$ cat src/hdl/rv_macros.svh
`ifndef RV_MACROS_SVH
`define RV_MACROS_SVH

// integer register and data path width.
`define RV_XLEN 32

// depth of the on-chip word RAM.
`define RV_MEM_WORDS 256

// byte address of the first fetch after reset.
`define RV_RESET_PC 32'h0000_0000

`endif
$ cat src/hdl/wb_pkg.sv
package wb_pkg;

    // master to slave.
    typedef struct packed {
        logic [31:0] adr;
        logic [31:0] dat;
        logic [3:0]  sel;
        logic        we;
        logic        stb;
        logic        cyc;
    } wb_req_t;

    // slave to master.
    typedef struct packed {
        logic [31:0] dat;
        logic        ack;
        logic        err;
        logic        rty;
    } wb_rsp_t;

endpackage

$ cat src/hdl/rv_isa_pkg.sv
package rv_isa_pkg;

    // major opcodes the core executes.
    typedef enum logic [6:0] {
        OP_IMM = 7'b0010011,
        LUI    = 7'b0110111,
        AUIPC  = 7'b0010111,
        OP     = 7'b0110011,
        JAL    = 7'b1101111,
        JALR   = 7'b1100111
    } opcode_e;

    // funct3 field of OP and OP_IMM.
    typedef enum logic [2:0] {
        ADD_SUB = 3'b000,
        SLL     = 3'b001,
        SLT     = 3'b010,
        SLTU    = 3'b011,
        XOR     = 3'b100,
        SRL_SRA = 3'b101,
        OR      = 3'b110,
        AND     = 3'b111
    } alu_fn_e;

    typedef enum logic [2:0] {
        FETCH     = 3'd0,
        REG_READ  = 3'd1,
        EXECUTE   = 3'd2,
        MEMORY    = 3'd3,
        REG_WRITE = 3'd4,
        HALT      = 3'd6,
        RESET     = 3'd7
    } cpu_state_e;

    // one record per retired instruction.
    typedef struct packed {
        logic        valid;
        logic [31:0] pc;
        logic [4:0]  rd;
        logic [31:0] wdata;
        logic        we;    // low when nothing is written.
    } retire_t;

endpackage

$ cat src/hdl/rv_cpu.sv
`include "rv_macros.svh"

module rv_cpu
    import rv_isa_pkg::*;
    import wb_pkg::*;
(
    input  logic    clk_i,
    input  logic    rst_i,
    output wb_req_t wb_req_o,
    input  wb_rsp_t wb_rsp_i,
    output retire_t retire_o,
    output logic    halt_o
);

    cpu_state_e          state_q;
    logic [`RV_XLEN-1:0] pc_q;
    logic [31:0]         ir_q;
    logic [`RV_XLEN-1:0] rs1_q;
    logic [`RV_XLEN-1:0] rs2_q;
    logic [`RV_XLEN-1:0] alu_res_q;

    opcode_e             opcode;
    logic [4:0]          rd;
    logic [`RV_XLEN-1:0] rf_rdata1;
    logic [`RV_XLEN-1:0] rf_rdata2;
    logic [`RV_XLEN-1:0] imm_i;
    logic [`RV_XLEN-1:0] imm_u;
    logic [`RV_XLEN-1:0] imm_j;
    logic [`RV_XLEN-1:0] op_a;
    logic [`RV_XLEN-1:0] op_b;
    logic [`RV_XLEN-1:0] alu_res;
    logic [`RV_XLEN-1:0] pc_plus4;
    logic [`RV_XLEN-1:0] next_pc;
    logic [`RV_XLEN-1:0] rd_wdata;
    logic                writes_rd;
    logic                rf_we;

    assign opcode = opcode_e'(ir_q[6:0]);
    assign rd     = ir_q[11:7];

    rv_regfile u_regfile (
        .clk_i      (clk_i),
        .rd_addr1_i (ir_q[19:15]),
        .rd_addr2_i (ir_q[24:20]),
        .rd_data1_o (rf_rdata1),
        .rd_data2_o (rf_rdata2),
        .wr_en_i    (state_q == REG_WRITE && rf_we),
        .wr_addr_i  (rd),
        .wr_data_i  (rd_wdata)
    );

    assign imm_i = {{(`RV_XLEN-12){ir_q[31]}}, ir_q[31:20]};
    assign imm_u = {ir_q[31:12], 12'b0};
    assign imm_j = {{(`RV_XLEN-20){ir_q[31]}}, ir_q[19:12], ir_q[20], ir_q[30:21], 1'b0};

    always_comb begin
        case (opcode)
            OP:      begin op_a = rs1_q; op_b = rs2_q; end
            OP_IMM:  begin op_a = rs1_q; op_b = imm_i; end
            LUI:     begin op_a = '0;    op_b = imm_u; end
            AUIPC:   begin op_a = pc_q;  op_b = imm_u; end
            JAL:     begin op_a = pc_q;  op_b = imm_j; end
            JALR:    begin op_a = rs1_q; op_b = imm_i; end
            default: begin op_a = rs1_q; op_b = rs2_q; end
        endcase
    end

    rv_alu u_alu (
        .opcode_i    (opcode),
        .funct3_i    (alu_fn_e'(ir_q[14:12])),
        .funct7_b5_i (ir_q[30]),
        .op_a_i      (op_a),
        .op_b_i      (op_b),
        .result_o    (alu_res)
    );

    always_ff @(posedge clk_i) begin
        if (rst_i) begin
            state_q <= RESET;
        end else begin
            case (state_q)
                RESET: state_q <= FETCH;
                FETCH: begin
                    if (wb_rsp_i.err || wb_rsp_i.rty) begin
                        state_q <= HALT;    // retry counts as an error.
                    end else if (wb_rsp_i.ack) begin
                        state_q <= REG_READ;
                    end
                end
                REG_READ:  state_q <= EXECUTE;
                EXECUTE:   state_q <= MEMORY;
                MEMORY:    state_q <= REG_WRITE;    // empty slot for now.
                REG_WRITE: state_q <= FETCH;
                HALT:      state_q <= HALT;
                default:   state_q <= RESET;
            endcase
        end
    end

    always_ff @(posedge clk_i) begin
        if (rst_i) begin
            pc_q <= `RV_RESET_PC;
        end else if (state_q == REG_WRITE) begin
            pc_q <= next_pc;
        end
    end

    always_ff @(posedge clk_i) begin
        if (state_q == FETCH && wb_rsp_i.ack) begin
            ir_q <= wb_rsp_i.dat;
        end
        if (state_q == REG_READ) begin
            rs1_q <= rf_rdata1;
            rs2_q <= rf_rdata2;
        end
        if (state_q == EXECUTE) begin
            alu_res_q <= alu_res;
        end
    end

    assign writes_rd = opcode inside {OP_IMM, LUI, AUIPC, OP, JAL, JALR};
    assign rf_we     = writes_rd && (rd != 5'd0);
    assign pc_plus4  = pc_q + `RV_XLEN'd4;

    always_comb begin
        case (opcode)
            JAL: begin
                rd_wdata = pc_plus4;
                next_pc  = alu_res_q;
            end
            JALR: begin
                rd_wdata = pc_plus4;
                next_pc  = {alu_res_q[`RV_XLEN-1:1], 1'b0};
            end
            default: begin
                rd_wdata = alu_res_q;
                next_pc  = pc_plus4;
            end
        endcase
    end

    always_comb begin
        wb_req_o.adr = pc_q;
        wb_req_o.dat = '0;
        wb_req_o.sel = 4'hf;
        wb_req_o.we  = 1'b0;    // fetch only.
        wb_req_o.stb = (state_q == FETCH);
        wb_req_o.cyc = (state_q == FETCH);
    end

    always_comb begin
        retire_o.valid = (state_q == REG_WRITE);
        retire_o.pc    = pc_q;
        retire_o.rd    = rd;
        retire_o.wdata = rd_wdata;
        retire_o.we    = rf_we;
    end

    assign halt_o = (state_q == HALT);

endmodule

$ cat src/hdl/rv_alu.sv
`include "rv_macros.svh"

module rv_alu
    import rv_isa_pkg::*;
(
    input  opcode_e             opcode_i,
    input  alu_fn_e             funct3_i,
    input  logic                funct7_b5_i,
    input  logic [`RV_XLEN-1:0] op_a_i,
    input  logic [`RV_XLEN-1:0] op_b_i,
    output logic [`RV_XLEN-1:0] result_o
);

    logic [4:0]          shamt;
    logic [`RV_XLEN-1:0] sum;
    logic [`RV_XLEN-1:0] diff;
    logic                lt_s;
    logic                lt_u;
    logic                is_alu_op;

    assign shamt     = op_b_i[4:0];
    assign sum       = op_a_i + op_b_i;
    assign diff      = op_a_i - op_b_i;
    assign lt_s      = $signed(op_a_i) < $signed(op_b_i);
    assign lt_u      = op_a_i < op_b_i;
    assign is_alu_op = (opcode_i == OP) || (opcode_i == OP_IMM);

    always_comb begin
        if (is_alu_op) begin
            case (funct3_i)
                ADD_SUB: begin
                    // immediates have no subtract form.
                    if (opcode_i == OP && funct7_b5_i) begin
                        result_o = diff;
                    end else begin
                        result_o = sum;
                    end
                end
                SLL:  result_o = op_a_i << shamt;
                SLT:  result_o = {{(`RV_XLEN-1){1'b0}}, lt_s};
                SLTU: result_o = {{(`RV_XLEN-1){1'b0}}, lt_u};
                XOR:  result_o = op_a_i ^ op_b_i;
                SRL_SRA: begin
                    if (funct7_b5_i) begin
                        result_o = $signed(op_a_i) >>> shamt;
                    end else begin
                        result_o = op_a_i >> shamt;
                    end
                end
                OR:      result_o = op_a_i | op_b_i;
                AND:     result_o = op_a_i & op_b_i;
                default: result_o = sum;
            endcase
        end else begin
            result_o = sum;    // lui, auipc and jump targets.
        end
    end

endmodule

$ cat src/hdl/rv_regfile.sv
`include "rv_macros.svh"

module rv_regfile (
    input  logic                clk_i,
    input  logic [4:0]          rd_addr1_i,
    input  logic [4:0]          rd_addr2_i,
    output logic [`RV_XLEN-1:0] rd_data1_o,
    output logic [`RV_XLEN-1:0] rd_data2_o,
    input  logic                wr_en_i,
    input  logic [4:0]          wr_addr_i,
    input  logic [`RV_XLEN-1:0] wr_data_i
);

    logic [`RV_XLEN-1:0] regs [1:31];   // x0 has no storage.

    always_ff @(posedge clk_i) begin
        if (wr_en_i && wr_addr_i != 5'd0) begin
            regs[wr_addr_i] <= wr_data_i;
        end
    end

    always_comb begin
        if (rd_addr1_i == 5'd0) begin
            rd_data1_o = '0;
        end else begin
            rd_data1_o = regs[rd_addr1_i];
        end
        if (rd_addr2_i == 5'd0) begin
            rd_data2_o = '0;
        end else begin
            rd_data2_o = regs[rd_addr2_i];
        end
    end

endmodule

$ cat config.mk
export PLATFORM = sky130hd
export DESIGN_NAME = rv_cpu
export DESIGN_NICKNAME = d
export VERILOG_FILES = /design/src/hdl/wb_pkg.sv /design/src/hdl/rv_isa_pkg.sv /design/src/hdl/rv_cpu.sv /design/src/hdl/rv_alu.sv /design/src/hdl/rv_regfile.sv
export VERILOG_INCLUDE_DIRS = /design/src /design/src/hdl
export SDC_FILE = /design/constraint.sdc
export NUM_CORES = 2
export LEC_CHECK = 0
export ABC_CLOCK_PERIOD_IN_PS = 18900
export BUFFER_PORTS_ARGS = -buffer_cell sky130_fd_sc_hd__buf_4
export CAP_MARGIN = 20
export CORE_MARGIN = 5
export CORE_UTILIZATION = 50
export CTS_CLUSTER_SIZE = 28
export DETAILED_ROUTE_END_ITERATION = 8
export HOLD_SLACK_MARGIN = 0.12
export PLACE_DENSITY = 0.75
export SETUP_SLACK_MARGIN = 0.4
export SYNTH_ARGS = -nofsm -noshare
export SYNTH_HDL_FRONTEND = slang
export SYNTH_SLANG_ARGS = --single-unit
$ cat constraint.sdc
create_clock -name clk_i -period 18.9 [get_ports clk_i]
set_clock_uncertainty 0.2 [all_clocks]
set_input_delay 2.835 -clock clk_i [delete_from_list [all_inputs] [get_ports clk_i]]
set_output_delay 2.835 -clock clk_i [all_outputs]
set_load 0.005 [all_outputs]
# Word-level counts from Yosys, hierarchy flattened
# Memories as Yosys holds them, arrays and structs flattened. A register that Yosys moved wholly into a read port is not among the register bits.
# Index checks and enable logic that the tools add are counted.
# W data, S select, Z words.
# totals
wordCells	67
output_inout_bits	143
romBits	0
in_bits	37
n_memories	1
reg_bits	99
ramBits	992
latch_bits	0
# memory_table
memory	depth	width	rd	rd_ports_with_merged_regs	write_ports	line_no	source
u_regfile.regs	31	32	2	2	1	rv_regfile.sv:14	logic [`RV_XLEN-1:0] regs [1:31];
# op_classes
add_sub_neg	3
div_mod_pow	0
eq_ne	20
n_mux	13
n_lt_le_gt_ge	2
n_bitwise	3
n_mul	0
shift	3
n_reduce_logical	18
# op_table
op	count
$pmux W32 S8	1
$mux W32	4
$pmux W32 S2	2
$pmux W32 S3	1
$lt A32 B32 Y1	2
$add A32 B3 Y32 const B	1
$add A32 B32 Y32	1
$and A32 B32 Y32	1
$or A32 B32 Y32	1
$shl A32 B5 Y32	1
$shr A32 B5 Y32	1
$sshr A32 B5 Y32	1
$sub A32 B32 Y32	1
$xor A32 B32 Y32	1
$eq A3 B3 Y1 const B	7
$pmux W3 S6	1
$eq A7 B5 Y1 const B	2
$eq A7 B6 Y1 const B	2
$eq A7 B7 Y1 const B	2
$eq A3 B2 Y1 const B	4
$logic_not A5 Y1	2
$reduce_or A2 Y1	5
$eq A3 B1 Y1 const B	2
$logic_not A3 Y1	2
7 further kinds	14

# Longest topological paths before layout
# depth
word_depth	7
depth_mapped	22
depth_no_buf	19

# Modules after synthesis
# From an unflattened synthesis, not the netlist that was laid out.
# unflattened
cells_unflattened	4672
hier_area_um2	63568.5
# by_module_without_submodules
module	area_each_um2	seq_area_each_um2	cells_per_inst	instances
rv_regfile	46498.3	29788.6	2601	1
rv_alu	8946.1	0.0	1319	1
rv_cpu	8124.0	4544.4	752	1

# Worst setup path before layout
# No wires, ideal clock.
# synth_timing
path_type	reg2out
start	register pc_q[2]
end	output port retire_o[29] (netlist name)
path_buffers	1
path_slack_ps	11961
required_ps	15865
stages_incl_launch_ff	12
arrival_time_ps	3904
path_cell_list	dfxtp_1 > ha_1 > nand2_1 > nor3_1 > nand3_1 > nor2_1 > and3_1 > and3_1 > clkbuf_1 > nand3_1 > xor2_1 > o21ai_0
# synth_rtl
element	line_no	source
start: declaration	rv_cpu.sv:16	logic [`RV_XLEN-1:0] pc_q;
start signal: assignment	rv_cpu.sv:102	pc_q <= `RV_RESET_PC;
start signal: assignment	rv_cpu.sv:104	pc_q <= next_pc;
end: declaration	rv_cpu.sv:11	output retire_t retire_o,

==> insert_results.sql <==
INSERT INTO impl_metrics (metric_group, metric, value, unit) VALUES
('detailed_routing', 'drt.antenna.violating_nets', '0', ''),
('synthesis', 'mappedNetlistArea', '62370', 'um2'),
('grt', 'grt_first_pass_wirelength', '297200', 'um'),
('timing', 'rsz0062_at_grt', 'false', ''),
('detailed_routing', 'detail_route.first_pass.iterations', '8', ''),
('status', 'result_of_the_run', 'complete, no violations', ''),
('setup_path', 'endpoint_kind', 'output pin', ''),
('timing', 'worst-slew-pin-transition', '1198', 'ps'),
('synthesis', 'synth_top_cells_by_area', 'edfxtp_1 54%, mux4_2 19%, mux2i_1 4.9%', ''),
('setup_path', 'cp-start-kind', 'flip-flop', ''),
('timing', 'hold_viol', '0', ''),
('clock_network', 'cts.htree.levels', '3', ''),
('run', 'timing.max_cap.violations', '0', ''),
('placed_design', 'count_of_port_buffers_added_during_placement', '142', ''),
('synthesis', 'yosys_warnings', '0', ''),
('setup_path', 'timing.critical_path.arrival', '4930', 'ps'),
('detailed_routing', 'totalWireLength', '209600', 'um'),
('synthesis', 'number_of_enable_type_register_cells_in_the_synthesized_netlist', '1120', ''),
('floorplan', 'fp-row-count', '129', ''),
('grt', 'global_route.usage.total', '31.14', '%'),
('pwr', 'cellLeakagePower', '23.39', 'nW'),
('hold_path', 'hp-class', 'flip-flop to flip-flop', ''),
('detailed_routing', 'vias', '42884', ''),
('detailed_routing', 'drt_iter0_drc', '6586', ''),
('setup_path', 'worst-r2r-cell-count', '20', ''),
('synthesis', 'synth.avg_cell_area', '14.42', 'um2'),
('clock_network', 'clk-insertion-delay-late', '740', 'ps'),
('clock_network', 'cts_max_path_buffers', '3', ''),
('synthesis', 'synth_top_flop_cell', 'edfxtp_1', ''),
('synthesis', 'synthDistinctLibCells', '88', ''),
('synthesis', 'synthesis.instances', '4324', ''),
('setup_path', 'timing_worst_setup_path_type', 'flip-flop to output pin', ''),
('timing', 'clock.fmax', '125.5', 'MHz'),
('floorplan', 'die_x', '363.2', 'um'),
('synthesis', 'yosysTopAreaCellShare', '53.92', '%'),
('hold_path', 'worst_hold_path.num_cells', '2', ''),
('setup_path', 'cp.required', '15870', 'ps'),
('clock_network', 'cts-buffers-inserted', '114', ''),
('clock_network', 'clk_pin_slew_worst_paths', '60', 'ps'),
('clock_network', 'clockRootBuffer', 'clkbuf_16', ''),
('layout', 'num-nets-final', '4480', ''),
('detailed_routing', 'routed_wire_length_per_instance', '34.50', 'um'),
('timing', 'setup_tns', '0', 'ps'),
('layout', 'post-route-cell-area', '68980', 'um2'),
('layout', 'layout_common_cells', '1120 x edfxtp_1, 530 x mux4_2, 342 x nor2_1, 308 x mux2i_1, 299 x a21oi_1', ''),
('pwr', 'power_density', '77.81', 'nW/um2'),
('grt', 'number_of_antenna_violations_at_the_first_check_in_global_routing', '5', ''),
('synthesis', 'synth_async_sr_flop_share', '0', '%'),
('setup_path', 'crit_start', 'pc_q[2]$_SDFFE_PP0P_', ''),
('layout', 'post_route_cells_drive_above_1_share', '24.14', '%'),
('placed_design', 'place_hpwl', '130500', 'um'),
('clock_network', 'ctsHoldBuffers', '0', ''),
('floorplan', 'io_pins', '180', ''),
('clock_network', 'clkSinkCount', '1155', ''),
('timing', 'slew_headroom', '20.15', '%'),
('timing', 'finalCriticalPeriod', '7965', 'ps'),
('setup_path', 'worst_path_fanout_max', '32', ''),
('placed_design', 'globalplace.congestion', '1.011', ''),
('synthesis', 'synth-seq-area-share', '55.05', '%'),
('layout', 'final_core_utilization', '55.72', '%'),
('grt', 'globalRouteOverflowTotal', '0', ''),
('floorplan', 'die_height', '363.2', 'um'),
('timing', 'timing.final.setup_violations', '0', ''),
('synthesis', 'ys_ff_latch', '1155', ''),
('timing', 'timing_max_transition_violations_final', '0', ''),
('layout', 'syn_to_final_growth', '10.60', '%'),
('clock_network', 'cts_tree', 'built', ''),
('hold_path', 'hold_start', 'pc_q[2]$_SDFFE_PP0P_', ''),
('clock_network', 'post-cts-setup-buffers', '0', ''),
('floorplan', 'core-area', '123800', 'um2'),
('timing', 'timing.final.crit_share', '42.14', '%'),
('detailed_routing', 'viasPerCell', '7.059', ''),
('pwr', 'max-vdd-ir-drop', '0.00007854', 'V'),
('clock_network', 'post_cts.resized_instances', '0', ''),
('floorplan', 'floorplan.initialDensity', '50.38', '%'),
('detailed_routing', 'drt_drc_violations_left', '0', ''),
('placed_design', 'post_dp_cell_area', '65330', 'um2'),
('setup_path', 'critical_path.reg2reg.startpoint', 'ir_q[5]$_DFFE_PP_', ''),
('grt', 'grt_start_max_net_pins', '150', ''),
('grt', 'first_global_vias', '41619', ''),
('floorplan', 'die_area', '131900', 'um2'),
('synthesis', 'synth_top_area_cell', 'edfxtp_1', ''),
('layout', 'final_common_cell', 'edfxtp_1', '');
## registers in the layout (all words and copies together), names as in the netlist
signal and count:
ir_q 32, rs1_q 32, u_regfile.regs 992, rs2_q 32
state_q 3, alu_res_q 32, pc_q 32
## where the power goes
group / total (mW) / internal (mW) / leakage (nW) / switching (mW)
logic: 0.291 / 0.0974 / 11.3 / 0.193
registers: 2.83 / 2.82 / 10.4 / 0.0113
clock network: 2.25 / 1.23 / 1.76 / 1.02
## final timing paths
kind | to | slack (ps)
setup / recovery | retire_o[31] | 10930
hold / removal | pc_q[2]$_SDFFE_PP0P_ | 380
setup reg to reg | alu_res_q[29]$_DFFE_PP_ | 11540
hold reg to reg | pc_q[2]$_SDFFE_PP0P_ | 380
## layer usage
layer  track usage, %  up-vias  wire, um
met2            49.21     3403     97710
met1            41.07    21617     73460
met4            14.01        0     11480
met3            8.095      612     26970
li1                 -    17252         -
met5                0        -         0
## stage by stage
step / hold WS [ps] / setup WS, ps / power, mW / cells
2_1_floorplan: 300.7 / 11960 / 3.059 / 4359
3_3_place_gp: 340.9 / 11790 / 3.160 / 5861
3_5_place_dp: 361.3 / 11730 / 3.162 / 5863
4_1_cts: 372.4 / 11050 / 5.374 / 6072
5_1_grt: 405.3 / 10750 / 5.516 / 6073
6_report: 379.6 / 10930 / 5.367 / 6075
## cells in the mapped netlist, drive strengths merged, types with 11 or more instances
library cell / instances
mux2: 21
a31oi: 24
nor3: 33
o211ai: 17
inv: 109
o21bai: 11
a22o: 25
ha: 98
nor2: 375
buf: 172
clkbuf: 230
mux2i: 308
a22oi: 35
o31ai: 15
a211oi: 35
or3: 11
a221o: 22
nand3: 47
xnor2: 35
o22ai: 35
nand2: 224
a21oi: 300
nand2b: 11
edfxtp: 1120
a21o: 19
o221ai: 29
a221oi: 19
mux4: 530
o21ai: 184
o21a: 11
dfxtp: 35
and3: 25
xor2: 13
## cell families after synthesis
family	after synthesis	share of synthesized area [%]
fa+ha+maj	100	2.030
buf+inv	514	3.645
mux	859	24.46
simple gates	800	5.563
compound gates	846	8.568
flops	1155	55.05
xor+xnor	48	0.6740
other cells	2	0.01204
## critical path, stage by stage (launching register included)
cell	delay, ps
dfxtp_1	480
ha_1	300
nand2_1	120
nor3_1	830
nand3_1	420
nor2_1	430
and3_1	320
and3_1	290
nand3_1	120
xor2_1	200
o21ai_2	140
buf_4	360
buf_4	200
## final cells by class
| cell class | count | area [um2] |
|---|---|---|
| Tap cell | 1637 | 2048 |
| Inverter | 112 | 422.9 |
| Clock inverter | 68 | 664.4 |
| Antenna cell | 2 | 5.005 |
| Multi-Input combinational cell | 2690 | 26340 |
| Timing Repair Buffer | 270 | 2197 |
| Clock buffer | 141 | 2974 |
| Fill cell | 9511 | 54820 |
| Sequential cell | 1155 | 34330 |
(Power assumes the default switching activity.)
